$ cat config.mk
export PLATFORM = sky130hd
export DESIGN_NAME = tap_top
export DESIGN_NICKNAME = d
export VERILOG_FILES = /design/src/jtag_pkg.sv /design/src/tap_fsm.sv /design/src/tap_ir_decode.sv /design/src/tap_data_regs.sv /design/src/tap_tdo_mux.sv /design/src/tap_top.sv
export SDC_FILE = /design/constraint.sdc
export NUM_CORES = 1
export LEC_CHECK = 0
export ABC_AREA = 1
export BUFFER_PORTS_ARGS = -buffer_cell sky130_fd_sc_hd__buf_2
export CAP_MARGIN = 20
export CORE_ASPECT_RATIO = 1.4
export CORE_MARGIN = 2
export CORE_UTILIZATION = 48
export DETAILED_ROUTE_END_ITERATION = 8
export PLACE_DENSITY = 0.64
export SETUP_SLACK_MARGIN = 0.2
export SLEW_MARGIN = 30
export SYNTH_ARGS = -nofsm -noshare
export SYNTH_HDL_FRONTEND = slang
export SYNTH_HIERARCHICAL = 1
export SYNTH_SLANG_ARGS = --single-unit
$ cat constraint.sdc
create_clock -name tck_pad_i -period 2.8 [get_ports tck_pad_i]
set_input_delay 0.28 -clock tck_pad_i [delete_from_list [all_inputs] [get_ports tck_pad_i]]
set_output_delay 0.28 -clock tck_pad_i [all_outputs]
set_load 0.005 [all_outputs]
$ cat src/jtag_pkg.sv
// Shared constants for the JTAG test access port
// Imported by the TAP blocks that need register lengths or instruction codes
package jtag_pkg;

  ////////////////////////////////////////
  // Instruction register
  ////////////////////////////////////////

  // Instruction register length
  localparam int unsigned IR_LEN = 4;

  // Fixed value loaded on Capture-IR
  // Low bits 01 as the standard asks, upper bits help spot stuck lines
  localparam logic [IR_LEN-1:0] IR_CAPTURE = 4'b0101;

  // Instruction codes
  localparam logic [IR_LEN-1:0] INSTR_EXTEST         = 4'b0000;
  localparam logic [IR_LEN-1:0] INSTR_SAMPLE_PRELOAD = 4'b0001;
  localparam logic [IR_LEN-1:0] INSTR_IDCODE         = 4'b0010;
  localparam logic [IR_LEN-1:0] INSTR_DEBUG          = 4'b1000;
  localparam logic [IR_LEN-1:0] INSTR_MBIST          = 4'b1001;
  // All ones, also the fallback for undefined codes
  localparam logic [IR_LEN-1:0] INSTR_BYPASS         = 4'b1111;

  ////////////////////////////////////////
  // Data registers
  ////////////////////////////////////////

  // Device identifier
  // Version 0001, part 0100100101010001, manufacturer 00011100001
  // Bit 0 always set
  localparam logic [31:0] IDCODE_VALUE = 32'h149511c3;

  // Debug user register length
  localparam int unsigned DBG_LEN = 8;

endpackage

$ cat src/tap_fsm.sv
// IEEE 1149.1 TAP controller, one flop per state
// Drives the state flags used by the IR, DR and TDO blocks
module tap_fsm (
  input  logic tck_pad_i,
  input  logic trst_pad_i,
  input  logic tms_pad_i,
  output logic test_logic_reset_o,
  output logic capture_ir_o,
  output logic shift_ir_o,
  output logic update_ir_o,
  output logic capture_dr_o,
  output logic shift_dr_o,
  output logic pause_dr_o,
  output logic update_dr_o
);

  // Current states
  logic test_logic_reset, run_test_idle;
  logic select_dr_scan, capture_dr, shift_dr, exit1_dr, pause_dr, exit2_dr, update_dr;
  logic select_ir_scan, capture_ir, shift_ir, exit1_ir, pause_ir, exit2_ir, update_ir;

  // Next states
  logic test_logic_reset_d, run_test_idle_d;
  logic select_dr_scan_d, capture_dr_d, shift_dr_d, exit1_dr_d, pause_dr_d;
  logic exit2_dr_d, update_dr_d;
  logic select_ir_scan_d, capture_ir_d, shift_ir_d, exit1_ir_d, pause_ir_d;
  logic exit2_ir_d, update_ir_d;

  // Last four TMS values
  logic [3:0] tms_hist;
  logic       tms_reset;

  ////////////////////////////////////////
  // TMS soft reset
  ////////////////////////////////////////

  always_ff @(posedge tck_pad_i or posedge trst_pad_i) begin
    if (trst_pad_i) begin
      tms_hist <= '0;
    end else begin
      tms_hist <= {tms_hist[2:0], tms_pad_i};
    end
  end

  // Fifth consecutive one forces Test-Logic-Reset
  assign tms_reset = (&tms_hist) & tms_pad_i;

  ////////////////////////////////////////
  // Next state, per state from predecessors
  ////////////////////////////////////////

  always_comb begin
    test_logic_reset_d = tms_pad_i & (test_logic_reset | select_ir_scan);
    run_test_idle_d    = ~tms_pad_i & (test_logic_reset | run_test_idle | update_dr | update_ir);
    // DR column
    select_dr_scan_d   = tms_pad_i & (run_test_idle | update_dr | update_ir);
    capture_dr_d       = ~tms_pad_i & select_dr_scan;
    shift_dr_d         = ~tms_pad_i & (capture_dr | shift_dr | exit2_dr);
    exit1_dr_d         = tms_pad_i & (capture_dr | shift_dr);
    pause_dr_d         = ~tms_pad_i & (exit1_dr | pause_dr);
    exit2_dr_d         = tms_pad_i & pause_dr;
    update_dr_d        = tms_pad_i & (exit1_dr | exit2_dr);
    // IR column
    select_ir_scan_d   = tms_pad_i & select_dr_scan;
    capture_ir_d       = ~tms_pad_i & select_ir_scan;
    shift_ir_d         = ~tms_pad_i & (capture_ir | shift_ir | exit2_ir);
    exit1_ir_d         = tms_pad_i & (capture_ir | shift_ir);
    pause_ir_d         = ~tms_pad_i & (exit1_ir | pause_ir);
    exit2_ir_d         = tms_pad_i & pause_ir;
    update_ir_d        = tms_pad_i & (exit1_ir | exit2_ir);
  end

  ////////////////////////////////////////
  // State flops
  ////////////////////////////////////////

  always_ff @(posedge tck_pad_i or posedge trst_pad_i) begin
    if (trst_pad_i) begin
      test_logic_reset <= 1'b1;
      {run_test_idle, select_dr_scan, capture_dr, shift_dr} <= '0;
      {exit1_dr, pause_dr, exit2_dr, update_dr}             <= '0;
      {select_ir_scan, capture_ir, shift_ir, exit1_ir}      <= '0;
      {pause_ir, exit2_ir, update_ir}                       <= '0;
    end else if (tms_reset) begin
      // Same landing point as the pin reset
      test_logic_reset <= 1'b1;
      {run_test_idle, select_dr_scan, capture_dr, shift_dr} <= '0;
      {exit1_dr, pause_dr, exit2_dr, update_dr}             <= '0;
      {select_ir_scan, capture_ir, shift_ir, exit1_ir}      <= '0;
      {pause_ir, exit2_ir, update_ir}                       <= '0;
    end else begin
      test_logic_reset <= test_logic_reset_d;
      run_test_idle    <= run_test_idle_d;
      select_dr_scan   <= select_dr_scan_d;
      capture_dr       <= capture_dr_d;
      shift_dr         <= shift_dr_d;
      exit1_dr         <= exit1_dr_d;
      pause_dr         <= pause_dr_d;
      exit2_dr         <= exit2_dr_d;
      update_dr        <= update_dr_d;
      select_ir_scan   <= select_ir_scan_d;
      capture_ir       <= capture_ir_d;
      shift_ir         <= shift_ir_d;
      exit1_ir         <= exit1_ir_d;
      pause_ir         <= pause_ir_d;
      exit2_ir         <= exit2_ir_d;
      update_ir        <= update_ir_d;
    end
  end

  // Flags used downstream
  assign test_logic_reset_o = test_logic_reset;
  assign capture_ir_o       = capture_ir;
  assign shift_ir_o         = shift_ir;
  assign update_ir_o        = update_ir;
  assign capture_dr_o       = capture_dr;
  assign shift_dr_o         = shift_dr;
  assign pause_dr_o         = pause_dr;
  assign update_dr_o        = update_dr;

endmodule

$ cat src/tap_ir_decode.sv
// Instruction register with update latch and instruction decode
// Serial bit goes to the TDO mux, selects go to data regs and the SoC
module tap_ir_decode
  import jtag_pkg::*;
(
  input  logic tck_pad_i,
  input  logic trst_pad_i,
  input  logic tdi_pad_i,
  input  logic test_logic_reset_i,
  input  logic capture_ir_i,
  input  logic shift_ir_i,
  input  logic update_ir_i,
  output logic ir_bit_o,
  output logic extest_sel_o,
  output logic sample_preload_sel_o,
  output logic idcode_sel_o,
  output logic debug_sel_o,
  output logic mbist_sel_o,
  output logic bypass_sel_o
);

  // Shift stage and active instruction
  logic [IR_LEN-1:0] ir_shift;
  logic [IR_LEN-1:0] ir_latched;

  ////////////////////////////////////////
  // Capture and shift
  ////////////////////////////////////////

  always_ff @(posedge tck_pad_i or posedge trst_pad_i) begin
    if (trst_pad_i) begin
      ir_shift <= '0;
    end else if (capture_ir_i) begin
      ir_shift <= IR_CAPTURE;
    end else if (shift_ir_i) begin
      // LSB first, TDI enters at the top
      ir_shift <= {tdi_pad_i, ir_shift[IR_LEN-1:1]};
    end
  end

  assign ir_bit_o = ir_shift[0];

  // Active instruction
  // IDCODE after pin reset and while in Test-Logic-Reset
  always_ff @(posedge tck_pad_i or posedge trst_pad_i) begin
    if (trst_pad_i) begin
      ir_latched <= INSTR_IDCODE;
    end else if (test_logic_reset_i) begin
      ir_latched <= INSTR_IDCODE;
    end else if (update_ir_i) begin
      ir_latched <= ir_shift;
    end
  end

  ////////////////////////////////////////
  // Decode, exactly one select high
  ////////////////////////////////////////

  always_comb begin
    extest_sel_o         = 1'b0;
    sample_preload_sel_o = 1'b0;
    idcode_sel_o         = 1'b0;
    debug_sel_o          = 1'b0;
    mbist_sel_o          = 1'b0;
    bypass_sel_o         = 1'b0;
    case (ir_latched)
      INSTR_EXTEST:         extest_sel_o = 1'b1;
      INSTR_SAMPLE_PRELOAD: sample_preload_sel_o = 1'b1;
      INSTR_IDCODE:         idcode_sel_o = 1'b1;
      INSTR_DEBUG:          debug_sel_o = 1'b1;
      INSTR_MBIST:          mbist_sel_o = 1'b1;
      // BYPASS and every undefined code
      default:              bypass_sel_o = 1'b1;
    endcase
  end

endmodule

$ cat src/tap_data_regs.sv
// Internal data registers of the TAP: IDCODE, BYPASS and the DEBUG user register
// Each register shifts only while its instruction is selected
module tap_data_regs
  import jtag_pkg::*;
(
  input  logic               tck_pad_i,
  input  logic               trst_pad_i,
  input  logic               tdi_pad_i,
  input  logic               capture_dr_i,
  input  logic               shift_dr_i,
  input  logic               update_dr_i,
  input  logic               idcode_sel_i,
  input  logic               debug_sel_i,
  input  logic               bypass_sel_i,
  output logic               idcode_bit_o,
  output logic               bypass_bit_o,
  output logic               debug_bit_o,
  output logic [DBG_LEN-1:0] debug_data_o
);

  logic [31:0]        idcode_reg;
  logic               bypass_reg;
  logic [DBG_LEN-1:0] debug_shift;

  ////////////////////////////////////////
  // IDCODE
  ////////////////////////////////////////

  always_ff @(posedge tck_pad_i) begin
    if (idcode_sel_i) begin
      if (capture_dr_i) begin
        idcode_reg <= IDCODE_VALUE;
      end else if (shift_dr_i) begin
        idcode_reg <= {tdi_pad_i, idcode_reg[31:1]};
      end
    end
  end

  assign idcode_bit_o = idcode_reg[0];

  ////////////////////////////////////////
  // BYPASS
  ////////////////////////////////////////

  // Single stage, captures 0 so the host can count the chain
  always_ff @(posedge tck_pad_i or posedge trst_pad_i) begin
    if (trst_pad_i) begin
      bypass_reg <= 1'b0;
    end else if (bypass_sel_i) begin
      if (capture_dr_i) begin
        bypass_reg <= 1'b0;
      end else if (shift_dr_i) begin
        bypass_reg <= tdi_pad_i;
      end
    end
  end

  assign bypass_bit_o = bypass_reg;

  ////////////////////////////////////////
  // DEBUG
  ////////////////////////////////////////

  // Shift stage
  // Capture loads the current output word for read-back
  always_ff @(posedge tck_pad_i) begin
    if (debug_sel_i) begin
      if (capture_dr_i) begin
        debug_shift <= debug_data_o;
      end else if (shift_dr_i) begin
        debug_shift <= {tdi_pad_i, debug_shift[DBG_LEN-1:1]};
      end
    end
  end

  assign debug_bit_o = debug_shift[0];

  // Update latch toward the system
  // Holds its word until the next Update-DR under DEBUG
  always_ff @(posedge tck_pad_i or posedge trst_pad_i) begin
    if (trst_pad_i) begin
      debug_data_o <= '0;
    end else if (update_dr_i && debug_sel_i) begin
      debug_data_o <= debug_shift;
    end
  end

endmodule

$ cat src/tap_tdo_mux.sv
// TDO source selection, retimed on the falling edge of TCK
// Also drives the pad output enable
module tap_tdo_mux (
  input  logic tck_pad_i,
  input  logic trst_pad_i,
  input  logic shift_ir_i,
  input  logic shift_dr_i,
  input  logic pause_dr_i,
  input  logic ir_bit_i,
  input  logic idcode_bit_i,
  input  logic bypass_bit_i,
  input  logic debug_bit_i,
  input  logic bs_chain_tdi_i,
  input  logic mbist_tdi_i,
  input  logic extest_sel_i,
  input  logic sample_preload_sel_i,
  input  logic idcode_sel_i,
  input  logic debug_sel_i,
  input  logic mbist_sel_i,
  output logic tdo_pad_o,
  output logic tdo_padoe_o
);

  // Falling-edge copies
  logic ir_bit_q, idcode_bit_q, bypass_bit_q, debug_bit_q;
  logic shift_ir_q;
  logic extest_q, sample_preload_q, idcode_q, debug_q, mbist_q;

  always_ff @(negedge tck_pad_i or posedge trst_pad_i) begin
    if (trst_pad_i) begin
      {ir_bit_q, idcode_bit_q, bypass_bit_q, debug_bit_q} <= '0;
      shift_ir_q <= 1'b0;
      {extest_q, sample_preload_q, idcode_q, debug_q, mbist_q} <= '0;
      tdo_padoe_o <= 1'b0;
    end else begin
      ir_bit_q         <= ir_bit_i;
      idcode_bit_q     <= idcode_bit_i;
      bypass_bit_q     <= bypass_bit_i;
      debug_bit_q      <= debug_bit_i;
      shift_ir_q       <= shift_ir_i;
      extest_q         <= extest_sel_i;
      sample_preload_q <= sample_preload_sel_i;
      idcode_q         <= idcode_sel_i;
      debug_q          <= debug_sel_i;
      mbist_q          <= mbist_sel_i;
      // Enable also held through Pause-DR under DEBUG
      tdo_padoe_o      <= shift_ir_i | shift_dr_i | (pause_dr_i & debug_sel_i);
    end
  end

  // Source select
  // External chains return already retimed data
  always_comb begin
    if (shift_ir_q) begin
      tdo_pad_o = ir_bit_q;
    end else if (idcode_q) begin
      tdo_pad_o = idcode_bit_q;
    end else if (debug_q) begin
      tdo_pad_o = debug_bit_q;
    end else if (extest_q || sample_preload_q) begin
      tdo_pad_o = bs_chain_tdi_i;
    end else if (mbist_q) begin
      tdo_pad_o = mbist_tdi_i;
    end else begin
      tdo_pad_o = bypass_bit_q;
    end
  end

endmodule

$ cat src/tap_top.sv
// Top level of the JTAG TAP, wires controller, IR, data regs and TDO mux
// Pads on one side, external boundary-scan and MBIST chains on the other
module tap_top
  import jtag_pkg::*;
(
  input  logic               tck_pad_i,
  input  logic               trst_pad_i,
  input  logic               tms_pad_i,
  input  logic               tdi_pad_i,
  input  logic               bs_chain_tdi_i,
  input  logic               mbist_tdi_i,
  output logic               tdo_pad_o,
  output logic               tdo_padoe_o,
  output logic               tdo_o,
  output logic               shift_dr_o,
  output logic               capture_dr_o,
  output logic               update_dr_o,
  output logic               extest_select_o,
  output logic               sample_preload_select_o,
  output logic               mbist_select_o,
  output logic [DBG_LEN-1:0] debug_data_o
);

  // State flags
  logic test_logic_reset, capture_ir, shift_ir, update_ir, pause_dr;
  // Instruction selects
  logic idcode_sel, debug_sel, bypass_sel;
  // Serial bits toward TDO
  logic ir_bit, idcode_bit, bypass_bit, debug_bit;

  // TDI feeds the external chains directly
  assign tdo_o = tdi_pad_i;

  // Decode, state machine
  tap_fsm i_tap_fsm (
    .tck_pad_i,
    .trst_pad_i,
    .tms_pad_i,
    .test_logic_reset_o (test_logic_reset),
    .capture_ir_o       (capture_ir),
    .shift_ir_o         (shift_ir),
    .update_ir_o        (update_ir),
    .capture_dr_o       (capture_dr_o),
    .shift_dr_o         (shift_dr_o),
    .pause_dr_o         (pause_dr),
    .update_dr_o        (update_dr_o)
  );

  // Decode, instruction
  tap_ir_decode i_tap_ir_decode (
    .tck_pad_i,
    .trst_pad_i,
    .tdi_pad_i,
    .test_logic_reset_i   (test_logic_reset),
    .capture_ir_i         (capture_ir),
    .shift_ir_i           (shift_ir),
    .update_ir_i          (update_ir),
    .ir_bit_o             (ir_bit),
    .extest_sel_o         (extest_select_o),
    .sample_preload_sel_o (sample_preload_select_o),
    .idcode_sel_o         (idcode_sel),
    .debug_sel_o          (debug_sel),
    .mbist_sel_o          (mbist_select_o),
    .bypass_sel_o         (bypass_sel)
  );

  // Execute, data registers
  tap_data_regs i_tap_data_regs (
    .tck_pad_i,
    .trst_pad_i,
    .tdi_pad_i,
    .capture_dr_i (capture_dr_o),
    .shift_dr_i   (shift_dr_o),
    .update_dr_i  (update_dr_o),
    .idcode_sel_i (idcode_sel),
    .debug_sel_i  (debug_sel),
    .bypass_sel_i (bypass_sel),
    .idcode_bit_o (idcode_bit),
    .bypass_bit_o (bypass_bit),
    .debug_bit_o  (debug_bit),
    .debug_data_o
  );

  // Result, TDO path
  tap_tdo_mux i_tap_tdo_mux (
    .tck_pad_i,
    .trst_pad_i,
    .shift_ir_i           (shift_ir),
    .shift_dr_i           (shift_dr_o),
    .pause_dr_i           (pause_dr),
    .ir_bit_i             (ir_bit),
    .idcode_bit_i         (idcode_bit),
    .bypass_bit_i         (bypass_bit),
    .debug_bit_i          (debug_bit),
    .bs_chain_tdi_i,
    .mbist_tdi_i,
    .extest_sel_i         (extest_select_o),
    .sample_preload_sel_i (sample_preload_select_o),
    .idcode_sel_i         (idcode_sel),
    .debug_sel_i          (debug_sel),
    .mbist_sel_i          (mbist_select_o),
    .tdo_pad_o,
    .tdo_padoe_o
  );

endmodule

==> Yosys cells after proc, flatten, opt, wreduce, memory -nomap -nowiden <==
Cells that the tools add are included.
{ "totals": {"register_bits": 88, "inputBits": 6, "elab_cells": 120} }
{ "classes": {"eq_ne": 4, "mux": 35, "n_bitwise": 36, "n_reduce_logical": 11} }
{ "op_table": {"columns": ["operator", "count"], "rows": [
  ["2-to-1 mux 32 bit", 1],
  ["2-to-1 mux 1 bit", 28],
  ["AND 1 bit", 18],
  ["2-to-1 mux 4 bit", 4],
  ["2-to-1 mux 8 bit", 2],
  ["bitwise OR 1 bit", 16],
  ["== test 4 bit, second input constant", 2],
  ["AND reduction 2 bit", 3],
  ["nonzero test 2 bit", 3],
  ["OR reduction 5 bit", 1],
  ["== test 4 x 1 -> 1 bit, second input constant", 1],
  ["== test 4 x 2 -> 1 bit, second input constant", 1],
  ["logical NOT 4 bit", 1],
  ["AND reduction 4 bit", 1],
  ["inverter 1 bit", 2],
  ["logical AND 1 bit", 1],
  ["logical OR 1 bit", 1]
]} }

==> Depth between registers and ports, before layout <==
{ "depth": {"depth_word": 5, "mapped_depth": 8} }

==> By module <==
Netlist, hierarchy kept.
{ "by_module_without_submodules": {"columns": ["module", "instances", "cells_each", "area_each_um2", "seq_area_each_um2"], "rows": [
  ["tap_data_regs", 1, 159, 1940.6, 1426.4],
  ["tap_fsm", 1, 63, 693.2, 501.7],
  ["tap_ir_decode", 1, 54, 387.9, 201.4],
  ["tap_tdo_mux", 1, 34, 372.9, 275.3],
  ["tap_top", 1, 1, 7.5, 0.0]
]} }

==> reports/metrics.cfg <==
[outcome]
outcome=finished, violations left
violations=setup timing

[sta]
rsz0062_at_grt=yes
tightest_slew_ns=0.702
report.final.setup_viol=1
postLayoutSetupSlackWorst_ns=-0.158
hold_violations_final=0
timing_max_transition_violations_final=0
skew_ns=0.0167
timing.slew.headroom_pct=53.2

[synthesis]
synth_top_area_cell=edfxtp_1
yosys_warnings=6
synth_nets=317
synth_top_area_share_pct=35.3
yosys_register_bits=88
avg_cell_area_syn_um2=10.9
post_synth_num_cell_types=22
syn_std_cell_area_um2=3400
yosysSeqAreaShare_pct=70.7
synth_top_flop_cell=edfxtp_1
synthTopCellsByArea=edfxtp_1 35%, dfrtp_1 26%, dfrtn_1 8.1%
syn-instance-count=311
synth_edf_count=40
postSynth.asyncResetShare_pct=54.5

[floorplanning]
dieArea_um2=7790
floorplan.io_pins=23
die_x_um=75.2
core-area_um2=6940
initial_core_util_pct=49.0
chipHeight_um=104
num_rows=36

[final_layout]
finish.cell_count_without_fillers=440
nNetsFinal=346
syn_to_final_growth_pct=12.3
drive_above_1_share_pct=16.8
layout.filler_cells=634
layout.cell_area.non_filler_um2=3820
num_antenna_cells=0
largest_register_ff_count=32

[place]
place_area_um2=3590
dp_cells=422
numPortBuffers=22
globalplace.congestion=0.793
detailed_place_hpwl_um=3340

[pwr]
design_power_total_mw=2.96
power_density_nw_per_um2=776
leakage_power_nw=1.80
ir_worst_vdd_mv=0.353

[setup_path]
path_max_fanout=2
criticalPathCategory=reg -> out
critPathCaptureType=primary output
critPathArrivalTime_ns=2.68
timing.critical_path.required_ns=2.52
timing.critical_path.from_type=register

[global_route]
gr-total-overflow=0
grt_antenna_before_repair=0
first_pass_grt_wire_length_um=8690
grt_start_max_net_pins=52
first_global_vias=1926
groute.usage.overall_pct=14.4

[clock_tree]
root_buffer=clkbuf_8
clock_tree.buffer_depth=2
tritoncts_clock_tree=done
numCtsBuffers=9
cts_sinks=88
worst_skew_pair.late_latency_ns=0.34
ctsHtreeMaxLevel=3
path_clk_slew_ns=0.08

[drt]
detail_route.wl_per_cell_um=11.8
drt-total-wl_um=5190
via_count=2034
ant_nets=0
detailedRoute.firstIterationViolations=179
drt_pass1_iterations=4
post_drt_via_cell_ratio=4.62
remaining_drc_errors=0

[min_path]
timing.hold.worst.class=in -> reg

[flow_run]
timing.max_cap.violations=0

-- through the flow --
stage | hold slack [ns] | utilization [%] | setup slack [ns] | setup TNS, ns
6_report | 0.214 | 55.1 | -0.158 | -0.158
3_3_place_gp | 0.290 | 51.7 | 0.223 | 0
3_5_place_dp | 0.293 | 51.7 | 0.190 | 0
4_1_cts | 0.198 | 55.0 | -0.168 | -0.168
5_1_grt | 0.208 | 55.1 | -0.292 | -0.292
2_1_floorplan | 0.0949 | - | 0.278 | 0
-- worst max-delay path, stage by stage (launching register included) --
cell and delay (ns):
dfrtn_1 0.42, inv_1 0.04, nand2_1 0.06, nand3_1 0.07
nand2_1 0.08, nand2_1 0.05, nand2_1 0.05, nand2_1 0.04
nand2_1 0.04, buf_2 0.10
-- kinds of logic (layout without fill, tap and decap cells) --
family | after synthesis | in the layout | synth area share (%)
simple gates | 138 | 138 | 17.2
flops | 88 | 88 | 70.7
buf+inv | 61 | 95 | 7.65
compound gates | 24 | 24 | 4.41
-- synth_stat cells, types with 2 or more instances --
| library cell | number |
|---|---|
| or2_1 | 12 |
| nor3_1 | 2 |
| nand3_1 | 11 |
| o21ai_2 | 7 |
| inv_1 | 53 |
| dfrtn_1 | 11 |
| nand2_2 | 2 |
| dfrtp_1 | 35 |
| o21ai_0 | 14 |
| nand2_1 | 58 |
| nor2_1 | 48 |
| dfstp_2 | 2 |
| nor2_2 | 3 |
| buf_6 | 3 |
| buf_2 | 4 |
| edfxtp_1 | 40 |
-- per-layer routing --
metal | part of all wire [%] | GRT usage [%] | routed length, um | vias up
met5 | 0 | 0 | 0 | -
met4 | 1.5 | 4.89 | 80 | 0
met3 | 3.8 | 4.67 | 198 | 9
met2 | 48 | 21.9 | 2480 | 29
met1 | 47 | 19.6 | 2440 | 967
li1 | - | - | - | 1029
-- layout by cell type (no fill, tap or decap), drive strengths merged --
master | synthesis | final
nand3 | 11 | 11
a21oi | 1 | 1
clkbuf | 0 | 12
o21ai | 22 | 22
buf | 8 | 25
a211o | 1 | 1
bufinv | 0 | 1
clkinv | 0 | 2
inv | 53 | 53
nor2 | 52 | 52
edfxtp | 40 | 40
or2 | 12 | 12
nor3 | 2 | 2
dfrtp | 35 | 35
dfstp | 2 | 2
nand2 | 60 | 60
dfrtn | 11 | 11
clkinvlp | 0 | 1
dlygate4sd3 | 0 | 1
nand4 | 1 | 1
-- path summary, 6_finish.rpt --
path	from	end	slack, ns	cells after the start
max	i_tap_tdo_mux/mbist_q	tdo_pad_o	-0.16	9
min	tms_pad_i	i_tap_fsm/tms_hist[0]	0.21	1
max reg2reg	i_tap_ir_decode/ir_latched[1]	i_tap_tdo_mux/tdo_padoe_o	0.26	4
min reg2reg	i_tap_fsm/tms_hist[2]	i_tap_fsm/tms_hist[3]	0.38	0
max in group asynchronous	trst_pad_i	i_tap_tdo_mux/idcode_bit_q	0.67	3
min in group asynchronous	trst_pad_i	i_tap_ir_decode/ir_shift[2]	0.47	3
-- repair_timing --
action                                  4_1_cts  5_1_grt
endpoints found under the setup margin        2        2
hold buffers                                  1        0
buffers inserted                              1        0
gates resized for setup                       0        3
gates cloned                                  0        0
endpoints found under the hold margin        16        0
pin swaps                                     1        0
-- power by group --
| part | total [mW] | internal, mW | switching, mW |
|---|---|---|---|
| combinational | 0.417 | 0.167 | 0.249 |
| clock | 0.892 | 0.468 | 0.424 |
| sequential | 1.66 | 1.56 | 0.100 |
-- cell type report --
cell class	count	area [um^2]	share of cell area, %
clock inverters	4	51.3	1.34
inverters	53	199	5.21
repair buffers	26	143	3.73
flip-flops and latches	88	2400	63.0
well taps	95	119	3.11
clock buffers	12	156	4.09
multi-input cells	162	747	19.6
(Power assumes the default switching activity.)
